### config.mk
export PLATFORM = sky130hd
export DESIGN_NAME = frv_exec_top
export DESIGN_NICKNAME = d
export VERILOG_FILES = /design/src/rtl/frv_exec_pkg.sv /design/src/rtl/frv_alu.sv /design/src/rtl/frv_alu_decode.sv /design/src/rtl/frv_branch_unit.sv /design/src/rtl/frv_exec_ctrl.sv /design/src/rtl/frv_exec_top.sv
export SDC_FILE = /design/constraint.sdc
export NUM_CORES = 1
export LEC_CHECK = 0
export BUFFER_PORTS_ARGS = -buffer_cell sky130_fd_sc_hd__buf_4
export CAP_MARGIN = 20
export CORE_MARGIN = 8
export CORE_UTILIZATION = 60
export DETAILED_ROUTE_END_ITERATION = 10
export GPL_TIMING_DRIVEN = 0
export PLACE_DENSITY = 0.82
export SETUP_SLACK_MARGIN = 0.02
export SLEW_MARGIN = 0
export SYNTH_ARGS = -nofsm -noshare
export SYNTH_HDL_FRONTEND = slang
export SYNTH_HIERARCHICAL = 1
export SYNTH_SLANG_ARGS = --single-unit
### constraint.sdc
create_clock -name g_clk -period 9.4 [get_ports g_clk]
set_input_delay 1.41 -clock g_clk [delete_from_list [all_inputs] [get_ports g_clk]]
set_output_delay 1.41 -clock g_clk [all_outputs]
set_load 0.02 [all_outputs]
### src/rtl/frv_exec_pkg.sv
// Shared widths, instruction encodings and payload structs of the execute block
`default_nettype none

package frv_exec_pkg;

    // ----------------------------------------
    // Data width
    // ----------------------------------------
    localparam int XLEN = 32;       // Register width
    localparam int XL   = XLEN - 1; // Top bit index

    // Instruction kinds seen by the execute block
    typedef enum logic [1:0] {
        KIND_OP     = 2'd0, // Register-register
        KIND_OP_IMM = 2'd1, // Register-immediate
        KIND_BRANCH = 2'd2  // Conditional branch
    } exec_kind_t;

    // ----------------------------------------
    // funct3 encodings
    // ----------------------------------------
    localparam logic [2:0] F3_ADD  = 3'b000; // add / sub / addi
    localparam logic [2:0] F3_SLL  = 3'b001;
    localparam logic [2:0] F3_SLT  = 3'b010;
    localparam logic [2:0] F3_SLTU = 3'b011;
    localparam logic [2:0] F3_XOR  = 3'b100;
    localparam logic [2:0] F3_SR   = 3'b101; // srl / sra, picked by f7 bit 30
    localparam logic [2:0] F3_OR   = 3'b110;
    localparam logic [2:0] F3_AND  = 3'b111;

    // Branch conditions
    localparam logic [2:0] F3_BEQ  = 3'b000;
    localparam logic [2:0] F3_BNE  = 3'b001;
    localparam logic [2:0] F3_BLT  = 3'b100;
    localparam logic [2:0] F3_BGE  = 3'b101;
    localparam logic [2:0] F3_BLTU = 3'b110;
    localparam logic [2:0] F3_BGEU = 3'b111;

    // ----------------------------------------
    // Payload structs
    // ----------------------------------------
    typedef struct packed {
        exec_kind_t  kind;   // Instruction kind
        logic [2:0]  funct3;
        logic        f7_b30; // sub / sra select
        logic [XL:0] rs1;
        logic [XL:0] rs2;
        logic [XL:0] imm;    // Sign extended by decode
        logic [XL:0] pc;
    } exec_req_t;

    typedef struct packed {
        logic [XL:0] rd_value;  // Writeback value
        logic        rd_wen;    // Writeback enable
        logic        br_taken;
        logic [XL:0] br_target; // Zero unless taken
    } exec_rsp_t;

    // One-hot ALU operation
    typedef struct packed {
        logic op_add;
        logic op_sub;
        logic op_xor;
        logic op_or;
        logic op_and;
        logic op_slt;
        logic op_sltu;
        logic op_srl;
        logic op_sll;
        logic op_sra;
    } alu_op_t;

endpackage

`default_nettype wire

### src/rtl/frv_alu.sv
// Execute stage ALU with shared adder, compares, bitwise logic and a single shifter
`timescale 1ns/1ns
`default_nettype none

module frv_alu (
    input  wire [frv_exec_pkg::XL:0] opr_a,     // Operand A
    input  wire [frv_exec_pkg::XL:0] opr_b,     // Operand B
    input  wire [4:0]                shamt,     // Shift amount
    input  wire frv_exec_pkg::alu_op_t op,      // One-hot operation
    output logic [frv_exec_pkg::XL:0] add_out,  // Raw adder output
    output logic                      cmp_eq,   // opr_a == opr_b
    output logic                      cmp_lt,   // Signed less than
    output logic                      cmp_ltu,  // Unsigned less than
    output logic [frv_exec_pkg::XL:0] result    // Selected result
);

    logic [frv_exec_pkg::XL:0] addsub_rhs;
    logic [frv_exec_pkg::XL:0] addsub_out;
    logic [frv_exec_pkg::XL:0] slt_out;
    logic [frv_exec_pkg::XL:0] bitwise_out;
    logic [frv_exec_pkg::XL:0] shift_in_l;   // opr_a bit reversed
    logic [frv_exec_pkg::XL:0] shift_in;
    logic [frv_exec_pkg::XL:0] shift_out_r;
    logic [frv_exec_pkg::XL:0] shift_out_l;  // Right shift result reversed back
    logic [frv_exec_pkg::XL:0] shift_amask;  // Sign fill for sra
    logic [frv_exec_pkg::XL:0] shift_out;
    logic                      sel_addsub;
    logic                      sel_slt;
    logic                      sel_shift;

    // ----------------------------------------
    // Compares
    // ----------------------------------------
    assign cmp_eq  = (opr_a == opr_b);
    assign cmp_lt  = ($signed(opr_a) < $signed(opr_b));
    assign cmp_ltu = (opr_a < opr_b);

    // ----------------------------------------
    // Add / sub
    // ----------------------------------------
    // Two's complement subtract through inverted rhs plus carry in
    assign addsub_rhs = op.op_sub ? ~opr_b : opr_b;
    assign addsub_out = opr_a + addsub_rhs + {{frv_exec_pkg::XL{1'b0}}, op.op_sub};
    assign add_out    = addsub_out;

    // Set less than, result only in bit 0
    assign slt_out = {{frv_exec_pkg::XL{1'b0}}, op.op_slt ? cmp_lt : cmp_ltu};

    // ----------------------------------------
    // Bitwise
    // ----------------------------------------
    assign bitwise_out = ({frv_exec_pkg::XLEN{op.op_xor}} & (opr_a ^ opr_b)) |
                         ({frv_exec_pkg::XLEN{op.op_or}}  & (opr_a | opr_b)) |
                         ({frv_exec_pkg::XLEN{op.op_and}} & (opr_a & opr_b));

    // ----------------------------------------
    // Shifts
    // ----------------------------------------
    // Left shift reuses the right shifter on reversed bits
    for (genvar i = 0; i < frv_exec_pkg::XLEN; i++) begin : g_rev
        assign shift_in_l[i]  = opr_a[frv_exec_pkg::XL-i];
        assign shift_out_l[i] = shift_out_r[frv_exec_pkg::XL-i];
    end

    assign shift_in    = op.op_sll ? shift_in_l : opr_a;
    assign shift_out_r = shift_in >> shamt;

    // Ones in the vacated top bits when opr_a is negative
    assign shift_amask = opr_a[frv_exec_pkg::XL] ?
                         ~({frv_exec_pkg::XLEN{1'b1}} >> shamt) :
                         {frv_exec_pkg::XLEN{1'b0}};

    assign shift_out = ({frv_exec_pkg::XLEN{op.op_sll}} & shift_out_l) |
                       ({frv_exec_pkg::XLEN{op.op_srl}} & shift_out_r) |
                       ({frv_exec_pkg::XLEN{op.op_sra}} & (shift_out_r | shift_amask));

    // ----------------------------------------
    // Result select
    // ----------------------------------------
    assign sel_addsub = op.op_add | op.op_sub;
    assign sel_slt    = op.op_slt | op.op_sltu;
    assign sel_shift  = op.op_sll | op.op_srl | op.op_sra;

    // Bitwise and shift terms already gated by their own op bits
    assign result = bitwise_out                                     |
                    ({frv_exec_pkg::XLEN{sel_addsub}} & addsub_out) |
                    ({frv_exec_pkg::XLEN{sel_slt}}    & slt_out)    |
                    ({frv_exec_pkg::XLEN{sel_shift}}  & shift_out);

endmodule

`default_nettype wire

### src/rtl/frv_alu_decode.sv
// Maps instruction kind and funct fields onto the one-hot ALU operation
`timescale 1ns/1ns
`default_nettype none

module frv_alu_decode (
    input  wire frv_exec_pkg::exec_kind_t kind,    // Instruction kind
    input  wire [2:0]                     funct3,
    input  wire                           f7_b30,  // sub / sra select
    output frv_exec_pkg::alu_op_t         op,      // One-hot ALU op or all zero
    output logic                          use_imm  // Operand B from immediate
);

    logic is_op;
    logic is_alu;

    assign is_op   = (kind == frv_exec_pkg::KIND_OP);
    assign is_alu  = is_op || (kind == frv_exec_pkg::KIND_OP_IMM);
    assign use_imm = (kind == frv_exec_pkg::KIND_OP_IMM);

    // ----------------------------------------
    // funct3 decode
    // ----------------------------------------
    always_comb begin
        op = '0;
        if (is_alu) begin // Branches leave op clear
            case (funct3)
                frv_exec_pkg::F3_ADD: begin
                    // No subi since bit 30 only counts on register form
                    if (is_op && f7_b30) begin
                        op.op_sub = 1'b1;
                    end else begin
                        op.op_add = 1'b1;
                    end
                end
                frv_exec_pkg::F3_SLL:  op.op_sll  = 1'b1;
                frv_exec_pkg::F3_SLT:  op.op_slt  = 1'b1;
                frv_exec_pkg::F3_SLTU: op.op_sltu = 1'b1;
                frv_exec_pkg::F3_XOR:  op.op_xor  = 1'b1;
                frv_exec_pkg::F3_SR: begin
                    // srai honours bit 30 as well
                    if (f7_b30) begin
                        op.op_sra = 1'b1;
                    end else begin
                        op.op_srl = 1'b1;
                    end
                end
                frv_exec_pkg::F3_OR:   op.op_or   = 1'b1;
                frv_exec_pkg::F3_AND:  op.op_and  = 1'b1;
                default:               op         = '0;
            endcase
        end
    end

endmodule

`default_nettype wire

### src/rtl/frv_branch_unit.sv
// Branch condition resolve over ALU compare flags plus target address adder
`timescale 1ns/1ns
`default_nettype none

module frv_branch_unit (
    input  wire frv_exec_pkg::exec_kind_t kind,     // Instruction kind
    input  wire [2:0]                     funct3,   // Branch condition
    input  wire                           cmp_eq,   // From ALU
    input  wire                           cmp_lt,
    input  wire                           cmp_ltu,
    input  wire [frv_exec_pkg::XL:0]      pc,
    input  wire [frv_exec_pkg::XL:0]      imm,      // Sign extended offset
    output logic                          br_taken,
    output logic [frv_exec_pkg::XL:0]     br_target
);

    logic cond; // Condition met, regardless of kind

    // ----------------------------------------
    // Condition select
    // ----------------------------------------
    always_comb begin
        case (funct3)
            frv_exec_pkg::F3_BEQ:  cond = cmp_eq;
            frv_exec_pkg::F3_BNE:  cond = !cmp_eq;
            frv_exec_pkg::F3_BLT:  cond = cmp_lt;
            frv_exec_pkg::F3_BGE:  cond = !cmp_lt;   // ge is not lt
            frv_exec_pkg::F3_BLTU: cond = cmp_ltu;
            frv_exec_pkg::F3_BGEU: cond = !cmp_ltu;
            default:               cond = 1'b0;      // Reserved encodings never taken
        endcase
    end

    assign br_taken = (kind == frv_exec_pkg::KIND_BRANCH) && cond;

    // Target computed always, masked in the response
    assign br_target = pc + imm;

endmodule

`default_nettype wire

### src/rtl/frv_exec_ctrl.sv
// Four-phase req/ack control that latches the request and registers the response
`timescale 1ns/1ns
`default_nettype none

module frv_exec_ctrl (
    input  wire                           g_clk,
    input  wire                           reset,
    input  wire                           req,        // Requester strobe
    input  wire frv_exec_pkg::exec_req_t  req_data,
    output logic                          ack,
    output frv_exec_pkg::exec_rsp_t       rsp_data,
    // Decode side
    output frv_exec_pkg::exec_kind_t      kind,
    output logic [2:0]                    funct3,
    output logic                          f7_b30,
    input  wire                           use_imm,
    // ALU side
    output logic [frv_exec_pkg::XL:0]     opr_a,
    output logic [frv_exec_pkg::XL:0]     opr_b,
    output logic [4:0]                    shamt,
    input  wire [frv_exec_pkg::XL:0]      result,
    // Branch unit side
    output logic [frv_exec_pkg::XL:0]     pc,
    output logic [frv_exec_pkg::XL:0]     imm,
    input  wire                           br_taken,
    input  wire [frv_exec_pkg::XL:0]      br_target
);

    typedef enum logic [1:0] {
        IDLE = 2'd0, // Waiting for req
        EXEC = 2'd1, // One cycle, datapath settles
        ACK  = 2'd2  // Holding ack until req falls
    } state_t;

    state_t                  state;
    frv_exec_pkg::exec_req_t req_q;   // Latched request
    frv_exec_pkg::exec_rsp_t rsp_nxt; // Response to capture in EXEC

    // ----------------------------------------
    // Request register and operand steering
    // ----------------------------------------
    always_ff @(posedge g_clk) begin
        if (state == IDLE && req) begin
            req_q <= req_data; // Accept edge
        end
    end

    assign kind   = req_q.kind;
    assign funct3 = req_q.funct3;
    assign f7_b30 = req_q.f7_b30;
    assign opr_a  = req_q.rs1;
    assign opr_b  = use_imm ? req_q.imm : req_q.rs2;
    assign shamt  = opr_b[4:0]; // Shift count from rs2 or imm low bits
    assign pc     = req_q.pc;
    assign imm    = req_q.imm;

    // Branches write nothing back, non-taken target reads zero
    always_comb begin
        rsp_nxt.rd_value  = result;
        rsp_nxt.rd_wen    = (req_q.kind != frv_exec_pkg::KIND_BRANCH);
        rsp_nxt.br_taken  = br_taken;
        rsp_nxt.br_target = br_taken ? br_target : '0;
    end

    // ----------------------------------------
    // Handshake FSM
    // ----------------------------------------
    always_ff @(posedge g_clk) begin
        if (reset) begin
            state    <= IDLE;
            ack      <= 1'b0;
            rsp_data <= '0;
        end else begin
            case (state)
                IDLE: begin
                    if (req) begin
                        state <= EXEC;
                    end
                end
                EXEC: begin
                    rsp_data <= rsp_nxt; // Response and ack together
                    ack      <= 1'b1;
                    state    <= ACK;
                end
                ACK: begin
                    if (!req) begin
                        ack   <= 1'b0; // Phase four
                        state <= IDLE;
                    end
                end
                default: begin
                    state <= IDLE;
                    ack   <= 1'b0;
                end
            endcase
        end
    end

    // ----------------------------------------
    // Protocol checks
    // ----------------------------------------
    // ack only answers a request that was present
    a_ack_needs_req : assert property (
        @(posedge g_clk) disable iff (reset) $rose(ack) |-> $past(req)
    ) else $error("ack rose without req");

    // Response held for the whole ack phase
    a_rsp_stable : assert property (
        @(posedge g_clk) disable iff (reset) (ack && $past(ack)) |-> $stable(rsp_data)
    ) else $error("rsp_data changed while ack high");

endmodule

`default_nettype wire

### src/rtl/frv_exec_top.sv
// Integer execute block top joining handshake control, decode, ALU and branch unit
`timescale 1ns/1ns
`default_nettype none

module frv_exec_top (
    input  wire                           g_clk,
    input  wire                           reset,
    input  wire                           req,
    input  wire frv_exec_pkg::exec_req_t  req_data,
    output logic                          ack,
    output frv_exec_pkg::exec_rsp_t       rsp_data
);

    // ----------------------------------------
    // Internal nets
    // ----------------------------------------
    frv_exec_pkg::exec_kind_t  kind;
    logic [2:0]                funct3;
    logic                      f7_b30;
    logic                      use_imm;
    frv_exec_pkg::alu_op_t     op;
    logic [frv_exec_pkg::XL:0] opr_a;
    logic [frv_exec_pkg::XL:0] opr_b;
    logic [4:0]                shamt;
    logic [frv_exec_pkg::XL:0] result;
    logic                      cmp_eq;
    logic                      cmp_lt;
    logic                      cmp_ltu;
    logic [frv_exec_pkg::XL:0] pc;
    logic [frv_exec_pkg::XL:0] imm;
    logic                      br_taken;
    logic [frv_exec_pkg::XL:0] br_target;

    frv_exec_ctrl u_ctrl (
        .g_clk     (g_clk),
        .reset     (reset),
        .req       (req),
        .req_data  (req_data),
        .ack       (ack),
        .rsp_data  (rsp_data),
        .kind      (kind),
        .funct3    (funct3),
        .f7_b30    (f7_b30),
        .use_imm   (use_imm),
        .opr_a     (opr_a),
        .opr_b     (opr_b),
        .shamt     (shamt),
        .result    (result),
        .pc        (pc),
        .imm       (imm),
        .br_taken  (br_taken),
        .br_target (br_target)
    );

    frv_alu_decode u_decode (
        .kind    (kind),
        .funct3  (funct3),
        .f7_b30  (f7_b30),
        .op      (op),
        .use_imm (use_imm)
    );

    // Adder output unused here, target has its own adder
    frv_alu u_alu (
        .opr_a   (opr_a),
        .opr_b   (opr_b),
        .shamt   (shamt),
        .op      (op),
        .add_out (),
        .cmp_eq  (cmp_eq),
        .cmp_lt  (cmp_lt),
        .cmp_ltu (cmp_ltu),
        .result  (result)
    );

    frv_branch_unit u_branch (
        .kind      (kind),
        .funct3    (funct3),
        .cmp_eq    (cmp_eq),
        .cmp_lt    (cmp_lt),
        .cmp_ltu   (cmp_ltu),
        .pc        (pc),
        .imm       (imm),
        .br_taken  (br_taken),
        .br_target (br_target)
    );

endmodule

`default_nettype wire

==> out/metrics.yaml <==
fp.coreArea_um2: 28600
max_stage_delay_ps: 600
cts.path.max_buffers: 3
finalHoldViolations: 0
port_buffers: 202
io_pins: 204
rr_endpoint: "u_ctrl/rsp_data[12]$_SDFFE_PP0P_"
hp-start: "u_ctrl/rsp_data[22]$_SDFFE_PP0P_"
slew_violations: 0
r2r_slack_ps: 3410
area_delta_synth_final_pct: 16.3
worst_slew_pin_slew_ps: 1060
die_y_um: 186
crit_type: "reg -> reg"
synthesis.area_um2: 17400
row_count: 62
drc: 0
clk_pin_slew_ps: 60
antenna_left: 0
post_cts_resized: 0
postLayoutCoreUtil: 0.706
cts-buffers-inserted: 23
die_x_um: 186
cts_hold_buf: 0
status: "completed"
crit_chain: "buf_4, nor2_1, clkbuf_1, buf_2, mux2_2, inv_1, ha_1, nor4_1, nand4_1, a21oi_1, o31ai_1, nand4_1, nor3_1, a21o_1, mux2i_1, xor2_1, nor2_1, a31oi_1, nor3b_1, clkbuf_1, clkbuf_1, nand3_1, a21oi_1"
setup_viol: 0
rsz0062_at_grt: "no"
holdPathStages: 2
htree_levels: 1
seq_area_um2: 5410
hold_class: "reg -> reg"
grt_pass1_vias: 16898
max_freq_mhz: 167
grt-ovfl-total: 0
cp_max_fo: 10
grt_pass1_wl_um: 104000
hold_end: "u_ctrl/rsp_data[22]$_SDFFE_PP0P_"
postCtsSetupRepairBufs: 0
start_util: 0.607
dp_hpwl_um: 54800
ff2ff_path_depth: 23
first_pass_iters: 6
synth_area_per_cell_um2: 9.16
crit_start: "u_ctrl/kind[1]$_DFFE_PP_"
gp_congestion: 1.07
critPathArrivalTime_ps: 6430
min_period_over_period: 0.637
period_needed_ps: 5990
ir_worst_vdd_mv: 0.157
fin_nets: 2426
cp-start-kind: "flip-flop"
antenna_found_initial: 2
cts_tree: "done"
skew_ps: 15.2
cts_root_buffer: "clkbuf_16"
crit_slowest_cell: "nor4_1"
power_leakage_nw: 8.73
power_w: 0.00308
end_kind: "flip-flop"
crit_required_ps: 9840
syn_nets: 2194
track_usage: 0.401
fillCellCount: 2072
multi_input_area_um2: 10300
first_iter_violations: 2423
viasPerCell: 6.68
cap_violations: 0
drive_gt1_frac: 0.240
crit_top_cell: "clkbuf_1"
vias: 16918
postRouteWirelength_um: 70700
synthCells: 1898
power.density_nw_per_um2: 153
max-slew-margin-rel: 0.291
insertion_delay_ps: 540
die_area_um2: 34700
post_drt_wl_per_cell_um: 27.9
grt_max_degree: 40
reg2reg_from: "u_ctrl/kind[1]$_DFFE_PP_"
ys_warn_count: 6
cts_sinks: 203
[sequential cells by signal, summed over array words and instances, names as in the netlist, 2 cells and up]
signal,cells
u_ctrl/funct3,3
u_ctrl/imm,32
u_ctrl/kind,2
u_ctrl/opr_a,32
u_ctrl/pc,32
u_ctrl/req_q,32
u_ctrl/rsp_data,66
u_ctrl/state,2
[through the flow]
step | setup slack, ps | TNS (ps) | area, um^2 | hold WS (ps) | std cells
2_1_floorplan | 1710 | 0 | 17400 | 486 | 1898
5_1_grt | 3200 | 0 | 20200 | 477 | 2532
4_1_cts | 3770 | 0 | 20200 | 457 | 2531
3_5_place_dp | 3840 | 0 | 19500 | 447 | 2489
3_3_place_gp | -471 | -61180 | 19400 | 440 | 2484
6_report | 3410 | 0 | 20200 | 454 | 2533
[power breakdown]
part           switching (W)  leakage, nW  internal [W]  total (W)
combinational       0.000712         6.53      0.000431    0.00114
sequential         0.0000211         1.84       0.00101    0.00103
clock               0.000382        0.364      0.000528   0.000911
total                0.00111         8.73       0.00197    0.00308
[worst max-delay path: cells and delay by family (launching register included)]
family          cells  cell delay [ps]
compound gates      5              950
xor+xnor            1              130
fa+ha+maj           1              260
buf+inv             6             1920
flops               1              400
mux                 2              610
simple gates        8             1610
[worst max path at each step]
stage                                                   to  cells past startpoint
after floorplan                    u_ctrl/f7_b30$_DFFE_PP_                      2
after global placement          u_ctrl/opr_a[13]$_DFFE_PP_                      3
after CTS                 u_ctrl/rsp_data[12]$_SDFFE_PP0P_                     22
final                     u_ctrl/rsp_data[12]$_SDFFE_PP0P_                     23
after detailed placement  u_ctrl/rsp_data[12]$_SDFFE_PP0P_                     22
after global routing      u_ctrl/rsp_data[12]$_SDFFE_PP0P_                     22
[layout by cell type (no fill, tap or decap), types with 6 or more instances in the layout]
| cell type | count |
|---|---|
| inv_1 | 98 |
| xor2_1 | 56 |
| nand2_1 | 218 |
| edfxtp_1 | 134 |
| nor2b_1 | 13 |
| buf_4 | 320 |
| mux2i_1 | 58 |
| or2_2 | 8 |
| buf_1 | 8 |
| clkbuf_1 | 63 |
| o21bai_1 | 11 |
| o211ai_1 | 10 |
| buf_2 | 27 |
| ha_1 | 157 |
| nand4_1 | 20 |
| o2111ai_1 | 7 |
| o22ai_1 | 16 |
| o31ai_1 | 7 |
| mux4_2 | 34 |
| a221o_1 | 13 |
| a22oi_1 | 13 |
| a21o_1 | 37 |
| a31oi_1 | 15 |
| o21ai_0 | 76 |
| clkbuf_16 | 24 |
| buf_6 | 7 |
| and3_1 | 8 |
| nand2b_1 | 11 |
| o221ai_1 | 18 |
| clkinv_1 | 7 |
| nand3_1 | 63 |
| a211oi_1 | 12 |
| xnor2_1 | 36 |
| mux2_2 | 63 |
| a21oi_1 | 180 |
| a221oi_1 | 6 |
| nor3_1 | 26 |
| dfxtp_1 | 69 |
| nor4_1 | 6 |
| nor2_1 | 89 |
[metal layers]
metal / vias to the layer above / global-route usage / share of wire
li1: 7253 / - / -
met1: 8015 / 0.507 / 0.38
met2: 1324 / 0.624 / 0.44
met3: 326 / 0.0837 / 0.11
met4: 0 / 0.244 / 0.072
met5: - / 0 / 0
[area by class of cell]
type                       count  share of cell area
antenna                        2            0.000248
buffer                       217              0.0664
clock buffer                  29              0.0312
clock inverter                13             0.00582
inverter                      98              0.0182
multi-input combinational   1380               0.508
sequential                   203               0.268
tap                          384              0.0238
timing repair buffer         207              0.0785
Note: power is estimated with default switching activity, not from simulation.
